File: config.mk
export PLATFORM = sky130hd
export DESIGN_NAME = axi4s2v
export DESIGN_NICKNAME = d
export VERILOG_FILES = /design/src/hdl/axis_pkg.sv /design/src/hdl/video_pkg.sv /design/src/hdl/fifo_rd_if.sv /design/src/hdl/stream_fifo.sv /design/src/hdl/vin_tracker.sv /design/src/hdl/vout_timing.sv /design/src/hdl/pixel_unpack.sv /design/src/hdl/axi4s2v.sv
export VERILOG_INCLUDE_DIRS = /design/src /design/src/hdl
export SDC_FILE = /design/constraint.sdc
export NUM_CORES = 1
export LEC_CHECK = 0
export BUFFER_PORTS_ARGS = -buffer_cell sky130_fd_sc_hd__buf_2
export CAP_MARGIN = 15
export CORE_MARGIN = 2
export CORE_UTILIZATION = 42
export DETAILED_ROUTE_END_ITERATION = 10
export PLACE_DENSITY_LB_ADDON = 0.3
export SYNTH_ARGS = -nofsm -noshare
export SYNTH_HDL_FRONTEND = slang
export SYNTH_SLANG_ARGS = --single-unit
File: constraint.sdc
create_clock -name pclk -period 4.39 [get_ports pclk]
set_input_delay 0.439 -clock pclk [delete_from_list [all_inputs] [get_ports pclk]]
set_output_delay 0.439 -clock pclk [all_outputs]
set_load 0.005 [all_outputs]
File: src/hdl/axi4s2v_consts.svh
// Build constants of the stream to video converter
// FIFO depth is 2**AXI4S2V_FIFO_AW words
// The ready level must stay below the FIFO depth
`ifndef AXI4S2V_CONSTS_SVH
`define AXI4S2V_CONSTS_SVH

// Stream and pixel widths
`define AXI4S2V_AIDW            32
`define AXI4S2V_PXDW            8
`define AXI4S2V_PX_PER_WORD     4

// FIFO geometry and start threshold
`define AXI4S2V_FIFO_AW         5
`define AXI4S2V_FIFO_RDY_LVL    8

`define AXI4S2V_XWID            10
// Cycles from first pop to o_hstr, less the state register
`define AXI4S2V_POP2VO          2

`endif

File: src/hdl/axis_pkg.sv
// Stream side and FIFO types
// Widths follow axi4s2v_consts.svh
`default_nettype none

`include "axi4s2v_consts.svh"

package axis_pkg;

   // One stream beat, four zero-padded pixels
   typedef logic [`AXI4S2V_AIDW-1:0]    axis_word_t;

   typedef logic [`AXI4S2V_FIFO_AW-1:0] fifo_addr_t;
   // One extra bit so a full FIFO is representable
   typedef logic [`AXI4S2V_FIFO_AW:0]   fifo_lvl_t;

endpackage

`default_nettype wire

File: src/hdl/video_pkg.sv
// Video side types
// Line counts saturate at 2**AXI4S2V_XWID - 1
`default_nettype none

`include "axi4s2v_consts.svh"

package video_pkg;

   typedef logic [`AXI4S2V_PXDW-1:0]                pixel_t;
   typedef logic [`AXI4S2V_XWID-1:0]                line_cnt_t;
   typedef logic [$clog2(`AXI4S2V_PX_PER_WORD)-1:0] px_sel_t;

   // [4] i_fend outside back blank, [3] pop while empty,
   // [2] empty at i_hstr, [1] not ready at i_hstr, [0] FIFO ready
   typedef logic [4:0]                              vcnv_sts_t;

   // Output timing FSM
   typedef enum logic [3:0] {
      VOTM_IDLE,
      VOTM_FSTR,
      VOTM_FVBLK,
      VOTM_HSTR,
      VOTM_HACT,
      VOTM_HEND,
      VOTM_HBLK,
      VOTM_BVBLK,
      VOTM_FEND
   } votm_state_t;

endpackage

`default_nettype wire

File: src/hdl/fifo_rd_if.sv
// FIFO read side shared by the unpacker and the timing monitor
// rdata is valid one cycle after pop
`default_nettype none

interface fifo_rd_if;
   import axis_pkg::*;

   logic       pop;
   axis_word_t rdata;
   logic       empty;
   fifo_lvl_t  level;

   // FIFO owner
   modport fifo_mp   (input pop, output rdata, output empty, output level);
   // Pixel unpacker pops and reads data
   modport unpack_mp (output pop, input rdata, input empty);
   // Timing FSM watches fill state only
   modport mon_mp    (input empty, input level);

endinterface

`default_nettype wire

File: src/hdl/stream_fifo.sv
// Synchronous FIFO for stream words
// Push while full and pop while empty are dropped
// Read data register changes only on an accepted pop
`default_nettype none

`include "axi4s2v_consts.svh"

module stream_fifo (
   input  logic                 pclk,
   input  logic                 prst_n,
   input  logic                 i_push,
   input  axis_pkg::axis_word_t i_wdata,
   output logic                 o_full,
   fifo_rd_if.fifo_mp           rd
);
   import axis_pkg::*;

   axis_word_t mem [2**`AXI4S2V_FIFO_AW];
   fifo_addr_t wptr;
   fifo_addr_t rptr;
   fifo_lvl_t  lvl;
   logic       wr_en;
   logic       rd_en;

   // Level MSB is set only at full depth
   assign o_full   = lvl[`AXI4S2V_FIFO_AW];
   assign rd.empty = (lvl == '0);
   assign rd.level = lvl;

   assign wr_en = i_push & ~o_full;
   assign rd_en = rd.pop & ~rd.empty;

   // --------------------
   // Storage
   always_ff @(posedge pclk) begin
      if (wr_en) begin
         mem[wptr] <= i_wdata;
      end
      if (rd_en) begin
         rd.rdata <= mem[rptr];
      end
   end

   // --------------------
   // Pointers and level
   always_ff @(posedge pclk) begin
      if (!prst_n) begin
         wptr <= '0;
         rptr <= '0;
         lvl  <= '0;
      end else begin
         if (wr_en) begin
            wptr <= wptr + 1'b1;
         end
         if (rd_en) begin
            rptr <= rptr + 1'b1;
         end
         case ({wr_en, rd_en})
            2'b10:   lvl <= lvl + 1'b1;
            2'b01:   lvl <= lvl - 1'b1;
            default: lvl <= lvl;
         endcase
      end
   end

endmodule

`default_nettype wire

File: src/hdl/vin_tracker.sv
// Tracks the blanking phase of the input frame
// Each flag follows its strobe by one cycle
`default_nettype none

module vin_tracker (
   input  logic pclk,
   input  logic prst_n,
   input  logic i_fstr,
   input  logic i_vstr,
   input  logic i_vend,
   input  logic i_fend,
   output logic o_fblk,
   output logic o_bblk,
   output logic o_sync
);

   // Front blank  i_fstr .. i_vstr
   // Back blank   i_vend .. i_fend
   // Sync         i_fend .. next i_fstr
   always_ff @(posedge pclk) begin
      if (!prst_n) begin
         o_fblk <= 1'b0;
         o_bblk <= 1'b0;
         o_sync <= 1'b0;
      end else begin
         o_fblk <= (o_fblk | i_fstr) & ~i_vstr;
         o_bblk <= (o_bblk | i_vend) & ~i_fend;
         o_sync <= (o_sync | i_fend) & ~i_fstr;
      end
   end

endmodule

`default_nettype wire

File: src/hdl/vout_timing.sv
// Output timing FSM, pop window and status flags
// Assumes i_vstr comes with the first i_hstr and i_hend with the last i_href
// Horizontal blank must be at least 3 cycles
// If not ready at i_vstr, output starts at the next input line
`default_nettype none

`include "axi4s2v_consts.svh"

module vout_timing (
   input  logic                  pclk,
   input  logic                  prst_n,
   input  logic                  i_fstr,
   input  logic                  i_fend,
   input  logic                  i_vstr,
   input  logic                  i_vend,
   input  logic                  i_hstr,
   input  logic                  i_hend,
   input  logic                  i_fblk,
   input  logic                  i_bblk,
   input  logic                  i_sync,
   input  logic                  i_pop_cyc_str,
   fifo_rd_if.mon_mp             mon,
   output logic                  o_pop_vld,
   output logic                  o_pop_str,
   output logic                  o_fstr,
   output logic                  o_fend,
   output logic                  o_vstr,
   output logic                  o_vend,
   output logic                  o_hstr,
   output logic                  o_hend,
   output logic                  o_href,
   output video_pkg::vcnv_sts_t  o_vcnv_sts
);
   import axis_pkg::*;
   import video_pkg::*;

   votm_state_t                state;
   votm_state_t                state_nxt;
   logic [`AXI4S2V_POP2VO-1:0] pop_str_q;
   logic [`AXI4S2V_POP2VO-1:0] hend_q;
   logic                       pop2vo_sig;
   logic                       hacto_end;
   logic                       pop_vstr;
   logic                       pop_hstr;
   logic                       hend_pend;
   logic                       hend_line;
   logic                       pop_close;
   logic                       pop_cyc_q;
   line_cnt_t                  vo_line;
   logic                       fifo_rdy;
   logic                       sts_nordy;
   logic                       sts_empty;
   logic                       sts_udf;
   logic                       sts_noeof;

   // --------------------
   // Pop window
   assign pop_vstr  = (state == VOTM_FVBLK) & i_fblk & i_vstr & fifo_rdy;
   assign pop_hstr  = i_hstr & (((state == VOTM_FVBLK) & ~i_fblk) |
                                (state == VOTM_HEND) | (state == VOTM_HBLK));
   assign o_pop_str = pop_vstr | pop_hstr;

   // Close at the next word boundary once the line has ended
   assign hend_line = i_hend | hend_pend;
   assign pop_close = o_pop_vld & hend_line & i_pop_cyc_str;

   assign pop2vo_sig = pop_str_q[`AXI4S2V_POP2VO-1];
   assign hacto_end  = hend_q[`AXI4S2V_POP2VO-1];

   // --------------------
   // FSM
   always_comb begin
      state_nxt = state;
      case (state)
         VOTM_IDLE:  if (i_fstr) state_nxt = VOTM_FSTR;
         VOTM_FSTR:  state_nxt = VOTM_FVBLK;
         VOTM_FVBLK: begin
            if (pop2vo_sig) state_nxt = VOTM_HSTR;
            else if (i_fend) state_nxt = VOTM_FEND;
         end
         VOTM_HSTR:  state_nxt = VOTM_HACT;
         VOTM_HACT:  if (hacto_end) state_nxt = VOTM_HEND;
         VOTM_HEND: begin
            // Last line ends before or after i_fend
            if (i_bblk & ~i_fend) state_nxt = VOTM_BVBLK;
            else if (i_sync | i_fend) state_nxt = VOTM_FEND;
            else state_nxt = VOTM_HBLK;
         end
         VOTM_HBLK: begin
            if (pop2vo_sig) state_nxt = VOTM_HSTR;
            else if (i_fend) state_nxt = VOTM_FEND;
         end
         VOTM_BVBLK: if (i_fend) state_nxt = VOTM_FEND;
         VOTM_FEND:  state_nxt = i_fstr ? VOTM_FSTR : VOTM_IDLE;
         default:    state_nxt = VOTM_IDLE;
      endcase
   end

   assign o_fstr = (state == VOTM_FSTR);
   assign o_fend = (state == VOTM_FEND);
   assign o_hstr = (state == VOTM_HSTR);
   assign o_hend = (state == VOTM_HEND);
   assign o_href = (state == VOTM_HSTR) | (state == VOTM_HACT) | (state == VOTM_HEND);
   assign o_vend = o_hend & (i_bblk | i_sync);

   assign o_vcnv_sts = {sts_noeof, sts_udf, sts_empty, sts_nordy, fifo_rdy};

   always_ff @(posedge pclk) begin
      if (!prst_n) begin
         state     <= VOTM_IDLE;
         o_pop_vld <= 1'b0;
         hend_pend <= 1'b0;
         pop_str_q <= '0;
         hend_q    <= '0;
         pop_cyc_q <= 1'b0;
         vo_line   <= '0;
         o_vstr    <= 1'b0;
         fifo_rdy  <= 1'b0;
         sts_nordy <= 1'b0;
         sts_empty <= 1'b0;
         sts_udf   <= 1'b0;
         sts_noeof <= 1'b0;
      end else begin
         state     <= state_nxt;
         o_pop_vld <= (o_pop_str | o_pop_vld) & ~pop_close;
         hend_pend <= o_pop_vld & hend_line & ~i_pop_cyc_str;
         pop_str_q <= {pop_str_q[`AXI4S2V_POP2VO-2:0], o_pop_str};
         hend_q    <= {hend_q[`AXI4S2V_POP2VO-2:0], i_hend};
         pop_cyc_q <= i_pop_cyc_str;
         // Output line index within the frame
         if (o_fstr) begin
            vo_line <= '0;
         end else if (o_hstr && vo_line != '1) begin
            vo_line <= vo_line + 1'b1;
         end
         o_vstr    <= (state_nxt == VOTM_HSTR) & (vo_line == '0);
         // Sticky status
         fifo_rdy  <= (fifo_rdy |
                       (mon.level > fifo_lvl_t'(`AXI4S2V_FIFO_RDY_LVL))) & ~o_vend;
         sts_nordy <= (sts_nordy | (i_hstr & ~fifo_rdy)) & ~i_fend;
         sts_empty <= (sts_empty | (i_hstr & mon.empty)) & ~i_fend;
         sts_udf   <= (sts_udf | (o_pop_vld & pop_cyc_q & mon.empty)) & ~i_fend;
         sts_noeof <= (sts_noeof | (i_fend & ~i_bblk)) & ~i_vend;
      end
   end

endmodule

`default_nettype wire

File: src/hdl/pixel_unpack.sv
// Pops stream words and slices them into pixels
// Zero-padded format with pixel 0 in the low byte
// Pixel leaves two cycles after the pop window opens
`default_nettype none

`include "axi4s2v_consts.svh"

module pixel_unpack (
   input  logic              pclk,
   input  logic              prst_n,
   input  logic              i_pop_vld,
   input  logic              i_pop_str,
   fifo_rd_if.unpack_mp      fifo,
   output logic              o_pop_cyc_str,
   output video_pkg::pixel_t o_pdat
);
   import video_pkg::*;

   px_sel_t px_cnt;
   px_sel_t px_cnt_nxt;
   px_sel_t px_sel_q;
   pixel_t  px_muxd;

   // Pixel position within the current word
   always_comb begin
      px_cnt_nxt = px_cnt;
      if (i_pop_str) begin
         px_cnt_nxt = '0;
      end else if (i_pop_vld) begin
         px_cnt_nxt = px_cnt + 1'b1;
      end
   end

   // Next cycle starts a new word
   assign o_pop_cyc_str = (px_cnt_nxt == '0);

   assign fifo.pop = i_pop_vld & (px_cnt == '0) & ~fifo.empty;

   // Select lines up with the word returned one cycle after the pop
   assign px_muxd = fifo.rdata[px_sel_q * `AXI4S2V_PXDW +: `AXI4S2V_PXDW];

   // --------------------
   always_ff @(posedge pclk) begin
      if (!prst_n) begin
         px_cnt   <= '0;
         px_sel_q <= '0;
      end else begin
         px_cnt   <= px_cnt_nxt;
         px_sel_q <= px_cnt;
      end
   end

   always_ff @(posedge pclk) begin
      o_pdat <= px_muxd;
   end

endmodule

`default_nettype wire

File: src/hdl/axi4s2v.sv
// AXI4-Stream to video converter, single clock domain
// Active line width must be a multiple of four pixels
// tlast and i_href are accepted but unused, line ends come from i_hend
// tready drops only when the FIFO is full
`default_nettype none

module axi4s2v (
   input  logic                  pclk,
   input  logic                  prst_n,
   // AXI4-Stream
   input  axis_pkg::axis_word_t  tdata,
   input  logic                  tvalid,
   input  logic                  tlast,
   output logic                  tready,
   output logic                  tuser,
   // Input video timing
   input  logic                  i_fstr,
   input  logic                  i_fend,
   input  logic                  i_vstr,
   input  logic                  i_vend,
   input  logic                  i_hstr,
   input  logic                  i_hend,
   input  logic                  i_href,
   // Output video
   output logic                  o_fstr,
   output logic                  o_fend,
   output logic                  o_vstr,
   output logic                  o_vend,
   output logic                  o_hstr,
   output logic                  o_hend,
   output logic                  o_href,
   output video_pkg::pixel_t     o_pdat,
   output video_pkg::vcnv_sts_t  o_vcnv_sts
);

   logic fifo_full;
   logic fifo_push;
   logic in_fblk;
   logic in_bblk;
   logic in_sync;
   logic pop_vld;
   logic pop_str;
   logic pop_cyc_str;

   fifo_rd_if rd_bus ();

   assign tready    = ~fifo_full;
   assign fifo_push = tvalid & tready;
   // Start of frame for the next DMA stage
   assign tuser     = o_fstr;

   stream_fifo fifo (
      .pclk    (pclk),
      .prst_n  (prst_n),
      .i_push  (fifo_push),
      .i_wdata (tdata),
      .o_full  (fifo_full),
      .rd      (rd_bus.fifo_mp)
   );

   vin_tracker vin_trk (
      .pclk   (pclk),
      .prst_n (prst_n),
      .i_fstr (i_fstr),
      .i_vstr (i_vstr),
      .i_vend (i_vend),
      .i_fend (i_fend),
      .o_fblk (in_fblk),
      .o_bblk (in_bblk),
      .o_sync (in_sync)
   );

   vout_timing vout_tm (
      .pclk          (pclk),
      .prst_n        (prst_n),
      .i_fstr        (i_fstr),
      .i_fend        (i_fend),
      .i_vstr        (i_vstr),
      .i_vend        (i_vend),
      .i_hstr        (i_hstr),
      .i_hend        (i_hend),
      .i_fblk        (in_fblk),
      .i_bblk        (in_bblk),
      .i_sync        (in_sync),
      .i_pop_cyc_str (pop_cyc_str),
      .mon           (rd_bus.mon_mp),
      .o_pop_vld     (pop_vld),
      .o_pop_str     (pop_str),
      .o_fstr        (o_fstr),
      .o_fend        (o_fend),
      .o_vstr        (o_vstr),
      .o_vend        (o_vend),
      .o_hstr        (o_hstr),
      .o_hend        (o_hend),
      .o_href        (o_href),
      .o_vcnv_sts    (o_vcnv_sts)
   );

   pixel_unpack unpack (
      .pclk          (pclk),
      .prst_n        (prst_n),
      .i_pop_vld     (pop_vld),
      .i_pop_str     (pop_str),
      .fifo          (rd_bus.unpack_mp),
      .o_pop_cyc_str (pop_cyc_str),
      .o_pdat        (o_pdat)
   );

endmodule

`default_nettype wire

==> summary.txt <==
Clock network
  • Clock sink count: 1,114
  • Num CTS Buffers: 112
  • Clock Latency Late Sink: 700 ps
  • H-tree levels: 3
  • Clock Path Buffers: 3
  • Hold buffers post-CTS: 4
  • CTS tree: yes
  • Clock-pin slew on the worst setup and hold paths: 60 ps
  • Root Buffer: clkbuf_16
  • Resize count post-CTS: 0
  • Post-CTS Setup Inserts: 0

Cells and area
  • Commonest non-fill, non-tap cells in the layout: 1,056 x edfxtp_1, 200 x mux4_2, 133 x mux2i_1, 112 x clkbuf_16, 69 x a21oi_1
  • Fraction of layout cells with a size suffix above 1: 0.240
  • Layout net count: 2,249
  • Final instance area: 0.0486 sq mm
  • Area grow syn2layout: 13.7%
  • Final std cells w/o fill: 3,655
  • Commonest non-fill, non-tap cell in the layout: edfxtp_1

Worst setup path
  • Slowest cell on crit path: dfxtp_1
  • CP Launch Type: register
  • R2r endpoint: fifo.rd.rdata[18]$_DFFE_PP_
  • FF-to-FF Start: fifo.rptr[3]$_SDFFE_PN0P_
  • Kind of critical path: reg2reg
  • Worst path cell trace: nand3b_1, buf_4, o221ai_1, a21oi_1, a22oi_1
  • Critical Path AT: 3610 ps
  • Worst-case reg-to-reg path depth: 5
  • Reg2Reg Setup Slack: 1290 ps
  • Critical path required time: 4900 ps
  • CP Max Fanout: 21
  • Crit path capture type: register
  • Slowest cell delay on critical path: 980 ps

Timing
  • Clock skew: 64.5 ps
  • Worst Tran Pin Value: 1050 ps
  • Min Clock Period, post-route: 3100 ps
  • Slew margin rel.: 0.298
  • Final worst setup slack: 1290 ps
  • Fin. max-slew vios: 0
  • Setup violators final: 0
  • Hold Vio Cnt, Final: 0
  • Setup tns final: 0 ps
  • Period utilization: 0.707
  • Max Freq: 322 MHz
  • RSZ-0062 raised after global routing: false

Synthesis
  • Post-Syn Nets: 2,126
  • Synth warn: 0
  • Seq/Total Area, Yosys: 0.768
  • Synth cell types: 61
  • Post-synth ARST share: 0
  • Cells after Synth: 2,069
  • Synth Area per Inst: 20.7 sq um
  • Cell area after synthesis: 0.0428 sq mm
  • Post-synth EDFFs: 1,056
  • Top FF cell, synth: edfxtp_1
  • Post-synthesis register bit count: 1,114

Global route
  • Pin count of the biggest net entering global routing: 46
  • Initial antenna violation count: 5
  • Gr usage total: 0.199
  • Grt ovf: 0
  • Vias in the first global route: 21.9k
  • First-pass GRT wire length: 149 mm

Place
  • Dpl cells: 3,442
  • Post-Place Setup Slack: 1350 ps
  • Cell Area, Placed: 0.0451 sq mm
  • # port buffers: 62
  • Final HPWL from detailed placement: 56.1 mm
  • Final GP Congestion: 0.809

Power and ir drop
  • Leak Pwr: 14.7 nW
  • Power Density: 438 mW/mm^2
  • Maximum vdd ir drop: 0.331 mV

Route
  • ANT nets after route: 0
  • Avg WL per Cell: 28.2 um
  • Vias: 21.2k
  • Vias per cell: 5.81
  • DR iter-0 viols: 2,306
  • DRT Pass-1 Iters: 5
  • Drt total wl: 103 mm
  • DR DRC count: 0

Die
  • Die X: 323 um
  • Starting Density: 0.422
  • Placement Rows: 117
  • Core area: 0.101 sq mm
  • Die area: 0.104 sq mm
  • I/O pins: 65
  • Die height: 323 um

Worst hold path
  • Hold path endpoint: vout_tm.sts_empty$_SDFF_PN0_
  • Hold_sp: i_hstr
  • Hold Path Depth: 3
  • Hold Path Class: in2reg

Job
  • Max cap viols: 0

Run status
  • Status: complete, no violations
worst max-delay path: cells and delay by family (launching register included):
kind            cells  cell delay [ps]
flops               1              980
buf+inv             1              530
compound gates      3              600
simple gates        1              750
worst max path at each step:
stage	start	end	slack [ps]	cells past startpoint
2_1_floorplan	tvalid	fifo.mem[23][0]$_DFFE_PP_	470	4
3_3_place_gp	fifo.rptr[3]$_SDFFE_PN0P_	fifo.rd.rdata[21]$_DFFE_PP_	1380	4
3_5_place_dp	fifo.rptr[3]$_SDFFE_PN0P_	fifo.rd.rdata[21]$_DFFE_PP_	1350	4
4_1_cts	fifo.rptr[3]$_SDFFE_PN0P_	fifo.rd.rdata[21]$_DFFE_PP_	1300	4
5_1_grt	fifo.rptr[3]$_SDFFE_PN0P_	fifo.rd.rdata[18]$_DFFE_PP_	1200	5
6_report	fifo.rptr[3]$_SDFFE_PN0P_	fifo.rd.rdata[18]$_DFFE_PP_	1290	5
per-layer routing:
| layer | vias up | global-route usage | share of wire |
|---|---|---|---|
| li1 | 8889 | - | - |
| met1 | 11300 | 0.270 | 0.41 |
| met2 | 877 | 0.319 | 0.47 |
| met3 | 197 | 0.0428 | 0.082 |
| met4 | 4 | 0.0722 | 0.038 |
| met5 | - | 0 | 0.00026 |
synth_stat cells (8+ instances only):
library cell,count,share of area
nand2_1,21,0.0018
a211oi_1,11,0.0019
a21oi_1,69,0.0081
a2111oi_1,8,0.0019
ha_1,13,0.0038
clkbuf_1,53,0.0046
buf_2,24,0.0028
nand3_1,10,0.0012
xnor2_1,12,0.0025
o22ai_1,33,0.0048
nor2b_1,12,0.0018
mux2i_1,133,0.031
buf_4,21,0.0037
mux4_2,200,0.11
o21ai_0,11,0.0013
dfxtp_1,58,0.027
nand2b_1,8,0.0012
and2_1,20,0.0029
nor3_1,10,0.0012
nor2_1,59,0.0052
o221ai_1,32,0.0066
edfxtp_1,1056,0.74
buf_6,18,0.0047
a2111oi_2,15,0.0053
inv_1,18,0.0016
a22o_1,24,0.0049
a22oi_1,47,0.0082
logic make-up after synthesis:
| logic type | synth area share |
|---|---|
| flip-flops | 0.768 |
| multiplexers | 0.136 |
| adder cells (fa/ha/maj) | 0.00427 |
| AND/OR/NAND/NOR | 0.0223 |
| XOR/XNOR | 0.00389 |
| AO/OA/AOI/OAI | 0.0461 |
| buffers and inverters | 0.0187 |
stage by stage:
step	hold slack (ps)	total power, mW	utilization
after floorplan	412	12.3	-
after global placement	425	12.5	0.445
after detailed placement	419	12.5	0.445
after CTS	18.2	21.5	0.479
after global routing	30.8	22.0	0.479
final	51.9	21.3	0.479
where the power goes:
group,internal (mW),switching [mW],leakage [nW],total [mW]
clock network,5.06,3.93,1.71,8.99
logic,0.209,0.357,2.98,0.565
registers,11.7,0.0400,9.99,11.7
total,17.0,4.33,14.7,21.3
registers in the layout, indices dropped and copies added (netlist names), 4 cells and up:
name / cells
fifo.rd.rdata: 32
unpack.o_pdat: 8
fifo.mem: 1024
fifo.wptr: 5
fifo.rd.level: 6
fifo.rptr: 5
vout_tm.vo_line: 10
vout_tm.state: 4
final cells by class:
class	instances	area, sq um
inverter	18	67.6
timing repair buffer	133	1100
clock inverter	61	477
tap	1368	1710
multi-input combinational	813	9380
clock buffer	146	3000
fill	8184	52800
sequential	1114	32900
antenna	2	5.00
No activity file was read; power rests on OpenSTA's default activity.
